$ cat config.mk
export PLATFORM = sky130hd
export DESIGN_NAME = dcacheMiss
export DESIGN_NICKNAME = d
export VERILOG_FILES = /design/src/dcachePkg.sv /design/src/dcacheMiss.sv
export SDC_FILE = /design/constraint.sdc
export NUM_CORES = 1
export LEC_CHECK = 0
export BUFFER_PORTS_ARGS = -buffer_cell sky130_fd_sc_hd__buf_4
export CORE_AREA = 3 3 312 314
export CTS_CLUSTER_DIAMETER = 80
export DETAILED_ROUTE_END_ITERATION = 8
export DIE_AREA = 0 0 315 317
export PLACE_DENSITY_LB_ADDON = 0.15
export REMOVE_ABC_BUFFERS = 1
export SYNTH_ARGS = -nofsm -noshare
export SYNTH_HDL_FRONTEND = slang
export SYNTH_SLANG_ARGS = --single-unit
$ cat constraint.sdc
create_clock -name clock -period 33.8 [get_ports clock]
set_input_delay 6.76 -clock clock [delete_from_list [all_inputs] [get_ports clock]]
set_output_delay 6.76 -clock clock [all_outputs]
set_load 0.005 [all_outputs]
$ cat src/dcachePkg.sv
package dcachePkg;

	typedef logic [31:0] addrT;     // byte address
	typedef logic [27:0] tileAddrT; // byte address bits 31:4
	typedef logic [127:0] tileT;
	typedef logic [63:0] wordT;

	// bit 4 store, bit 3 load, bit 2 unsigned, bits 1:0 size
	typedef logic [4:0] opmT;
	typedef logic [1:0] okT;

	// {tile address, dirty, valid}
	typedef logic [29:0] tagT;

	localparam okT okReady = 2'b00;
	localparam okT okOk = 2'b01;
	localparam okT okHold = 2'b10;

	// memory port opcodes
	localparam opmT opmReady = 5'b00000;
	localparam opmT opmRdTile = 5'b01111;
	localparam opmT opmWrTile = 5'b10111;

	localparam int defaultBankDepth = 64;

	// valid entry for a tile
	function automatic tagT makeTag(input tileAddrT tile, input logic dirty);
		return {tile, dirty, 1'b1};
	endfunction

	function automatic tileAddrT tagTile(input tagT tag);
		return tag[29:2];
	endfunction

	function automatic logic tagDirty(input tagT tag);
		return tag[1];
	endfunction

	function automatic logic tagValid(input tagT tag);
		return tag[0];
	endfunction

endpackage

$ cat src/dcacheMiss.sv
`timescale 1ns/1ps

module dcacheMiss import dcachePkg::*; (
	input logic clock,
	input logic arstN,
	input logic missA,
	input logic missB,
	input tileAddrT reqTileA,
	input tileAddrT reqTileB,
	input tagT victimTagA,
	input tagT victimTagB,
	input tileT victimA,
	input tileT victimB,
	input tileT memDataIn,
	input okT memOk,
	output addrT memAddr,
	output opmT memOpm,
	output tileT memDataOut,
	output logic busy,
	output logic fillA,
	output logic fillB,
	output tileT fillData
);
	localparam logic [2:0] stIdle = 3'd0;
	localparam logic [2:0] stWrBack = 3'd1;
	localparam logic [2:0] stRdWait = 3'd2; // write-back done, wait for ready
	localparam logic [2:0] stRead = 3'd3;
	localparam logic [2:0] stDone = 3'd4;

	logic [2:0] state;
	logic serveB;
	logic selB;
	logic startReq;
	logic needWb;
	tagT victimTag;
	tileT victimData;
	tileAddrT reqTile;

	// bank A goes first
	assign selB = (state == stIdle) ? !missA : serveB;
	assign victimTag = selB ? victimTagB : victimTagA;
	assign victimData = selB ? victimB : victimA;
	assign reqTile = selB ? reqTileB : reqTileA;

	assign needWb = tagValid(victimTag) && tagDirty(victimTag);
	assign startReq = (missA || missB) && (memOk == okReady);
	assign busy = (state != stIdle);

	always_ff @(posedge clock or negedge arstN)
	begin
		if (!arstN)
		begin
			state <= stIdle;
			serveB <= 1'b0;
			memOpm <= opmReady;
			fillA <= 1'b0;
			fillB <= 1'b0;
		end
		else
		begin
			fillA <= 1'b0;
			fillB <= 1'b0;
			case (state)
				stIdle:
					if (startReq)
					begin
						serveB <= !missA;
						memOpm <= needWb ? opmWrTile : opmRdTile;
						state <= needWb ? stWrBack : stRead;
					end
				stWrBack:
					if (memOk == okOk)
					begin
						memOpm <= opmReady;
						state <= stRdWait;
					end
				stRdWait:
					if (memOk == okReady)
					begin
						memOpm <= opmRdTile;
						state <= stRead;
					end
				stRead:
					if (memOk == okOk)
					begin
						memOpm <= opmReady;
						fillA <= !serveB;
						fillB <= serveB;
						state <= stDone;
					end
				stDone:
					if (memOk == okReady)
						state <= stIdle;
				default: state <= stIdle;
			endcase
		end
	end

	// address and data stay put until the transfer is answered
	always_ff @(posedge clock)
	begin
		if ((state == stIdle) && startReq)
		begin
			memAddr <= needWb ? {tagTile(victimTag), 4'h0} : {reqTile, 4'h0};
			memDataOut <= victimData;
		end
		else if ((state == stRdWait) && (memOk == okReady))
			memAddr <= {reqTile, 4'h0};
		if ((state == stRead) && (memOk == okOk))
			fillData <= memDataIn;
	end

endmodule

==> impl_metrics.csv, run 1 <==
group,metric,value,unit
floorplanning,die_h,317,um
grt,grt_pass1_wl,71100,um
placed_design,placed_cells,2932,
timing,tns,0,ps
critical_path,end_kind,"register",
timing,fmax,0.107,GHz
timing,slew_headroom,28.7,%
power_and_ir_drop,swShare,32.4,%
routing,viasPerCell,3.31,
placed_design,place_hpwl,40400,um
flow_run,drv_cap,0,
clocking,clock-sinks,293,
yosys,synth_edf_count,284,
floorplanning,die_w,315,um
floorplanning,io-pin-count,802,
routing,drt_first_pass_iters,4,
power_and_ir_drop,irDropWorstVdd,40.1,uV
grt,grt_usage,9.70,%
yosys,synth_cells,911,
routing,drc,0,
yosys,yosysWarnings,0,
critical_path,cp_data_arrival_time,9620,ps
layout,finalNonFillerCells,3002,
routing,wl,52100,um
yosys,synthArstFlopShare,3.07,%
clocking,cts_hold_buf,0,
clocking,tritoncts,"done",
power_and_ir_drop,p_comb_share,28.9,%
clocking,clock_path_buffers,3,
power_and_ir_drop,p_seq_share,39.4,%
timing,period_share,27.7,%
power_and_ir_drop,p_int,0.000816,W
min_path,hp-class,"register to register",
grt,grt_use_met1,9.61,%
grt,grt_busiest_layer,"met2",
grt,grt_max_degree,83,
power_and_ir_drop,p_total,0.00121,W
layout,utilization,21.2,%
grt,grt_overflow_total,0,
yosys,yosysUniqueCellTypes,33,
yosys,synth_ff_type,"edfxtp_1",
power_and_ir_drop,cellLeakagePower,8.71,nW
power_and_ir_drop,p_switching,0.000391,W
routing,avgRoutedWirePerCell,17.4,um
timing,clock_skew,13.3,ps
floorplanning,core.rowCount,113,
clocking,clk_pin_slew,60,ps
placed_design,gp_congestion,0.772,
routing,drt_iter0_drc,309,
grt,antenna_found_initial,2,
layout,drive_gt1_share,51.3,%
timing,hold_violations,0,
timing,hold_slack,492,ps
layout,final_common_cell,"buf_4",
timing,period_needed,9350,ps
clocking,htree_num_levels,2,
critical_path,crit_type,"input port to register",
yosys,ys_seq_elements,293,
yosys,ys_seq_area_share,75.5,%
layout,layout_common_cells,"buf_4, nand2_1, edfxtp_1",
clocking,postCtsSetupBuffers,0,
routing,via_count,9950,
grt,grt_pass1_vias,10400,
yosys,synthesis.area,0.0116,mm2
floorplanning,die_area,0.0999,mm2
yosys,avgSynthCellArea,12.7,um2
critical_path,cp-start-kind,"input port",
clocking,worstSkewPairLatency,560,ps
floorplanning,start_util,12.2,%
critical_path,cp.required,34070,ps
clocking,root_buffer,"clkbuf_16",
timing,worst_pin_slew,1070,ps
placed_design,port_buffers,797,
layout,area_growth,73.5,%
clocking,cts_buffers,40,
yosys,synth_top_cell_area_share,73.6,%
power_and_ir_drop,power_frac_clock,31.6,%
grt,grt_use_met3,4.39,%
timing,final-setup-viol-count,0,
critical_path,crit_path_max_fanout,75,
outcome,status,"completed",
timing,rsz0062_at_grt,"false",
power_and_ir_drop,power.density,60.0,mW/mm2
floorplanning,coreArea,0.0949,mm2
layout,fin_nets,2215,
grt,grtUsageMet2,17.9,%
timing,slew_violations,0,
layout,fillers,10500,
clocking,cts_resized,0,
yosys,yosysTopAreaCell,"edfxtp_1",
yosys,synth_area_leaders,"edfxtp_1, nand2_1, a21oi_2",
routing,drtAntennaViolNets,0,
## cell usage after synthesis (all sizes together) (2+ instances only)
cell type  number
a21oi          50
edfxtp        284
nor2            7
nand3           3
clkbuf          8
buf            46
o31ai           2
a22oi          28
nor3            4
inv             4
dfrtp           9
or4             2
nand2         442
mux2i           8
## per-layer routing
| metal | part of all wire, % | up-vias |
|---|---|---|
| li1 | - | 4747 |
| met4 | 2.5 | 0 |
| met1 | 33 | 4627 |
| met2 | 53 | 508 |
| met5 | 0 | - |
| met3 | 12 | 68 |
## registers in the layout, summed over array words and instances, names as in the netlist
signal,flops
fillA,1
fillB,1
fillData,128
memAddr,28
memDataOut,128
memOpm,3
serveB,1
state,3
## power by group through the flow
stage                     sequential, W  clock, W  combinational (W)
after CTS                      0.000477  0.000405           0.000363
after global placement         0.000484         0           0.000359
after floorplan                0.000489         0           0.000218
after detailed placement       0.000484         0           0.000362
final                          0.000476  0.000382           0.000349
after global routing           0.000479  0.000417           0.000399
## cell type report
type / count / area [um2] / area share, %
sequential: 293 / 8750 / 43.5
timing repair buffer: 807 / 6060 / 30.1
multi-input combinational: 563 / 2540 / 12.6
tap: 1265 / 1580 / 7.87
clock buffer: 48 / 1030 / 5.13
clock inverter: 20 / 114 / 0.566
inverter: 4 / 17.5 / 0.0871
antenna: 2 / 5.00 / 0.0249
## worst max-delay path, stage by stage
cell,delay [ps]
buf_4,120
or4_4,140
and2_4,490
buf_4,770
buf_4,800
mux2i_1,270
a22oi_1,100
## metrics by stage
| stage | worst slack [ps] | cell area (um2) |
|---|---|---|
| 5_1_grt | 24180 | 20100 |
| 6_report | 24450 | 20100 |
| 4_1_cts | 24400 | 20100 |
| 3_3_place_gp | 23760 | 19000 |
| 2_1_floorplan | 17160 | 11300 |
| 3_5_place_dp | 23770 | 19000 |
## cell families after synthesis
kind of cell | share of synthesized area (%)
AO/OA/AOI/OAI | 5.33
XOR/XNOR | 0.0756
buffers and inverters | 2.82
flip-flops | 75.5
multiplexers | 0.691
other | 0.0324
AND/OR/NAND/NOR | 15.5
## worst paths after layout
kind                                from           to  slack, ps  cells past startpoint
worst max-delay path               missA  memAddr[10]      24450                      7
min in group asynchronous          arstN        fillB       6030                      1
worst min-delay path              serveB        fillA        490                      1
worst max register to register  state[0]  memAddr[10]      29910                      6
max in group asynchronous          arstN     state[0]      27620                      1
worst min register to register    serveB        fillA        490                      1
Note: power is estimated with default switching activity, not from simulation.
==> run 2, diff against run 1 <==
ABC_AREA = 1   (was default)
CORE_AREA = 3 3 315 317   (was 3 3 312 314)
DIE_AREA = 0 0 318 320   (was 0 0 315 317)
clock period = 8.3 ns   (was 33.8 ns; I/O delays follow)
==> run 2 against run 1 <==
Against the previous run:
- setup slack got worse by 20000 ps
- largest power group unchanged
- critical path type unchanged
- highest routed layer unchanged
- sequential power grew to 4.2 times the previous value
- die area rose by 1.9%
- critical path depth decreased by 1
- via count up 7.3%
- non-clock buffer count fell by 3
- worst hold slack lost 34 ps
==> impl_metrics.csv, run 2 <==
group,metric,value,unit
outcome,status,"completed",
power_and_ir_drop,power.density,267,mW/mm2
grt,grt_pass1_wl,75500,um
yosys,yosysWarnings,0,
floorplanning,core.rowCount,114,
timing,hold_violations,0,
critical_path,reg2reg_from,"state[1]",
yosys,synth-simple-area-share,23.0,%
floorplanning,start_util,12.3,%
grt,antenna_found_initial,0,
floorplanning,die_h,320,um
min_path,hp-class,"register to register",
yosys,yosysMostFrequentCell,"nand2_1",
yosys,synth_cells,1056,
timing,tns,0,ps
yosys,synth_area_leaders,"edfxtp_1, nand2_1, nand3_1",
clocking,cts_hold_buf,0,
power_and_ir_drop,cellLeakagePower,9.24,nW
timing,clock_skew,17.4,ps
layout,reg.largest.list,"fillData (128), memDataOut (128), memAddr (28)",
floorplanning,io-pin-count,802,
clocking,worstSkewPairLatency,570,ps
timing,worst_pin_slew,1090,ps
layout,final_common_cell,"buf_4",
clocking,clock_path_buffers,3,
timing,hold_slack,457,ps
timing,slew_headroom,27.4,%
critical_path,end_kind,"register",
grt,grt_max_degree,127,
yosys,synth_edf_count,284,
placed_design,gp_congestion,0.789,
layout,design_area,0.0205,mm2
floorplanning,die_area,0.102,mm2
critical_path,crit_path_max_fanout,81,
layout,layout_common_cells,"buf_4, nand2_1, edfxtp_1",
critical_path,cp_slowest_stage_delay,950,ps
layout,area_growth,72.3,%
grt,grt_pass1_vias,11400,
clocking,postCtsSetupBuffers,0,
routing,drt_first_pass_iters,5,
timing,period_share,48.2,%
yosys,synth_ff_type,"edfxtp_1",
critical_path,cp-start-kind,"input port",
clocking,clk_pin_slew,60,ps
layout,utilization,21.3,%
critical_path,cp.required,8740,ps
timing,slew_violations,0,
floorplanning,coreArea,0.0966,mm2
critical_path,cp_data_arrival_time,4450,ps
placed_design,place_area,0.0193,mm2
routing,via_count,10700,
placed_design,port_buffers,797,
clocking,clock-sinks,293,
layout,diodes,0,
clocking,cts_resized,0,
yosys,ys_seq_elements,293,
yosys,synth_top_family_by_area,"simple AND/OR/NAND/NOR gates",
yosys,muxShareOfSynthArea,0,%
timing,rsz0062_at_grt,"false",
power_and_ir_drop,p_total,0.00548,W
yosys,yosysUniqueCellTypes,20,
clocking,tritoncts,"done",
floorplanning,die_w,318,um
yosys,avgSynthCellArea,11.3,um2
critical_path,crit_type,"input port to register",
clocking,cts_buffers,41,
min_path,hold_start,"serveB",
placed_design,place_hpwl,41500,um
routing,avgRoutedWirePerCell,17.1,um
yosys,ys_seq_area_share,73.5,%
yosys,yosysTopAreaCell,"edfxtp_1",
routing,drtAntennaViolNets,0,
critical_path,crit_family,"simple AND/OR/NAND/NOR gates",
timing,period_needed,4000,ps
yosys,synthesis.area,0.0119,mm2
clocking,htree_num_levels,2,
layout,drive_gt1_share,46.6,%
critical_path,crit_path_top_delay_cell,"nand2_4",
grt,grt_usage,9.99,%
yosys,synthArstFlopShare,3.07,%
clocking,root_buffer,"clkbuf_16",
critical_path,startpoint,"missA",
routing,wl,53700,um
grt,grt_overflow_total,0,
yosys,synthAdderAreaFrac,0,%
timing,fmax,0.250,GHz
yosys,synth_common_cells,"nand2_1, edfxtp_1, nand3_1",
timing,final-setup-viol-count,0,
yosys,synth_top_cell_area_share,71.6,%
flow_run,drv_cap,0,
power_and_ir_drop,irDropWorstVdd,212,uV
critical_path,crit_chain,"buf_4 > nand3_2 > nand2_4 > buf_4 > nand2_1 > nand2_1",
yosys,synth_compound_area_share,0.137,%
layout,fin_nets,2352,
routing,viasPerCell,3.39,
critical_path,path_buf_inv,2,
routing,drc,0,
yosys,synth_xor_xnor_area_share,0,%
routing,drt_iter0_drc,540,
==> run 2: changes by cell type after synthesis, moves of 8 or more <==
cell     change
nand2_1    +134
nand3_1     +90
a22oi_1     -28
a21oi_2     -28
mux2i_1      -8
a21oi_1     -22
buf_2        +9
inv_1        +9
==> run 2: area by class of cell <==
| cell class | instances | area (um2) |
|---|---|---|
| fillers | 10600 | 76000 |
| flip-flops and latches | 293 | 8750 |
| repair buffers | 804 | 6060 |
| multi-input cells | 692 | 2790 |
| well taps | 1276 | 1600 |
| clock buffers | 49 | 1080 |
| clock inverters | 23 | 195 |
| inverters | 14 | 55.1 |
==> run 2: per-stage QoR <==
stage,worst slack (ps),std cells
after floorplan,10.9,999
after global placement,3600,3079
after detailed placement,3600,3079
after CTS,4260,3151
after global routing,3990,3151
final,4300,3151
==> run 2: logic make-up after synthesis <==
logic type      after synthesis
compound gates                3
other cells                   1
simple gates                685
buf+inv                      74
flops                       293
==> run 2: power breakdown <==
group          leakage, nW  switching (W)  total [W]  internal, W
Clock                0.620       0.000698    0.00169     0.000992
Combinational         5.92        0.00113    0.00178     0.000648
Sequential            2.70      0.0000574    0.00200      0.00195
==> run 2: path summary, 6_finish.rpt <==
kind | endpoint | slack, ps | cells after the start
max | memDataOut[117] | 4300 | 6
min | fillA | 460 | 1
max reg2reg | memDataOut[117] | 4800 | 6
min reg2reg | fillA | 460 | 1
max in group asynchronous | serveB | 7250 | 1
min in group asynchronous | memOpm[4] | 910 | 1
==> run 2: worst register-to-register path: cells and delay by family (launching register included) <==
family                 cells  cell delay [ps]
and+or+nand+nor            5             2080
DFF                        1              440
buffers and inverters      1              860
==> run 2: per-layer routing <==
metal	global-route usage, %	wire [um]
met5	0	0
met4	3.25	1380
met3	4.75	5800
met2	18.3	27800
met1	9.92	18700
==> run 3, diff against run 2 <==
CORE_AREA = 3 3 307 309   (was 3 3 315 317)
DIE_AREA = 0 0 310 312   (was 0 0 318 320)
clock period = 4 ns   (was 8.3 ns; I/O delays follow)
==> run 3 against run 2 <==
Against the previous run:
- non-clock buffer count increased by 4
- cell area is 0.27% lower
- clock skew rose by 2.7 ps
- largest power group unchanged
- setup slack got worse by 3000 ps
- sequential power up 110%
- global-route usage grew 0.56 points
- final cell count down 2.7%
- first-iteration DRC count is 6.5% higher
- via count fell by 0.34%
- critical endpoint is now memDataOut[29]
- routed wire length increased by 1.3%
- worst hold slack got worse by 390 ps
- critical path type is now register to register
- sequential share of layout area is 0.11 points higher
==> impl_metrics.csv, run 3 (synthesis results as in run 2) <==
group,metric,value,unit
layout,layout_common_cells,"buf_4, nand2_1, edfxtp_1",
timing,period_share,66.5,%
critical_path,crit_chain,"nor2_4 > nand2_2 > nand2_1 > buf_4 > nand2_4 > buf_12 > nand2_1 > nand2_1",
placed_design,port_buffers,797,
clocking,clk_pin_slew,50,ps
grt,grt_usage,10.6,%
clocking,worstSkewPairLatency,570,ps
layout,area_growth,71.8,%
routing,drt_iter0_drc,575,
layout,drive_gt1_share,46.6,%
critical_path,crit_top_cell,"nand2_1",
routing,avgRoutedWirePerCell,17.8,um
placed_design,place_hpwl,42900,um
floorplanning,coreArea,0.0917,mm2
timing,worst_pin_slew,1000,ps
floorplanning,start_util,13.0,%
timing,hold_violations,0,
grt,grt_overflow_total,0,
timing,fmax,0.376,GHz
clocking,postCtsSetupBuffers,0,
critical_path,path_buf_inv,2,
placed_design,placed_cells,2993,
timing,clock_skew,20.1,ps
clocking,cts_hold_buf,0,
layout,diodes,0,
power_and_ir_drop,irDropWorstVdd,443,uV
critical_path,crit_family,"simple AND/OR/NAND/NOR gates",
timing,rsz0062_at_grt,"false",
layout,reg.largest.list,"fillData (128), memDataOut (128), memAddr (28)",
timing,final-setup-viol-count,0,
routing,drtAntennaViolNets,0,
floorplanning,core.rowCount,111,
timing,hold_slack,67.5,ps
layout,final_common_cell,"buf_4",
clocking,root_buffer,"clkbuf_16",
routing,drc,0,
floorplanning,die_h,312,um
placed_design,place_area,0.0192,mm2
layout,design_area,0.0205,mm2
clocking,tritoncts,"done",
grt,grt_max_degree,158,
min_path,hp-class,"input port to asynchronous set/reset pin",
clocking,cts_resized,0,
timing,period_needed,2660,ps
critical_path,end_kind,"register",
floorplanning,die_area,0.0967,mm2
critical_path,cp_slowest_stage_delay,490,ps
clocking,htree_num_levels,2,
critical_path,cp-start-kind,"register",
critical_path,rr_worst_depth,8,
critical_path,crit_path_top_delay_cell,"nand2_4",
critical_path,crit_path_max_fanout,100,
placed_design,gp_congestion,0.774,
clocking,clock-sinks,293,
floorplanning,die_w,310,um
clocking,cts_buffers,41,
grt,grt_pass1_vias,11300,
flow_run,drv_cap,0,
routing,drt_first_pass_iters,5,
outcome,status,"completed",
clocking,clock_path_buffers,3,
timing,slew_headroom,33.2,%
critical_path,crit_type,"register to register",
routing,via_count,10600,
power_and_ir_drop,cellLeakagePower,9.26,nW
layout,finalNonFillerCells,3066,
critical_path,path_depth,8,
critical_path,cp_data_arrival_time,2970,ps
grt,antenna_found_initial,1,
routing,viasPerCell,3.47,
grt,grt_pass1_wl,75400,um
routing,wl,54500,um
timing,slew_violations,0,
critical_path,cp.required,4310,ps
floorplanning,io-pin-count,802,
layout,fillers,10100,
layout,fin_nets,2356,
power_and_ir_drop,power.density,553,mW/mm2
-- run 3: routing by layer --
metal,wire length [um],up-vias,global-route usage (%),share of wire [%]
met1,19400,4952,10.9,36
met2,28000,510,19.4,51
li1,-,5116,-,-
met3,6060,64,4.48,11
met4,1080,0,2.68,2.0
met5,0,-,0,0
-- run 3: worst reg2reg max path, stage by stage (launching register included) --
cell     delay (ps)
dfrtp_1         420
nor2_4          160
nand2_2         110
nand2_1          80
buf_4           330
nand2_4         490
buf_12          380
nand2_1         360
nand2_1          90
-- run 3: path summary, 6_finish.rpt --
path	startpoint	to	slack (ps)
min	arstN	fillB	70
max reg2reg	state[0]	memDataOut[29]	1340
min in group clock	memDataIn[8]	fillData[8]	400
max in group asynchronous	arstN	state[1]	3790
min reg2reg	serveB	fillA	460
max	state[0]	memDataOut[29]	1340
-- run 3: per-stage QoR --
stage | total power (W) | utilization (%) | setup WS (ps) | TNS, ps
4_1_cts | 0.0117 | 22.3 | 1360 | 0
5_1_grt | 0.0122 | 22.3 | 1150 | 0
3_3_place_gp | 0.00809 | 21.0 | 1260 | 0
2_1_floorplan | 0.00637 | - | -3430 | -303360
3_5_place_dp | 0.00810 | 21.0 | 1270 | 0
6_report | 0.0113 | 22.3 | 1340 | 0
-- run 3: where the power goes --
| group | leakage [nW] | total (W) | internal [W] | switching [W] |
|---|---|---|---|---|
| Combinational | 5.95 | 0.00374 | 0.00138 | 0.00236 |
| Clock | 0.609 | 0.00343 | 0.00200 | 0.00143 |
| Sequential | 2.70 | 0.00416 | 0.00404 | 0.000126 |
-- run 3: area by class of cell --
| type | instances | area, um2 | share of cell area (%) |
|---|---|---|---|
| Timing Repair Buffer | 808 | 6140 | 30.0 |
| Clock inverter | 21 | 161 | 0.788 |
| Multi-Input combinational cell | 692 | 2790 | 13.6 |
| Clock buffer | 52 | 1090 | 5.32 |
| Sequential cell | 293 | 8750 | 42.8 |
| Inverter | 14 | 55.1 | 0.269 |
| Tap cell | 1186 | 1480 | 7.25 |
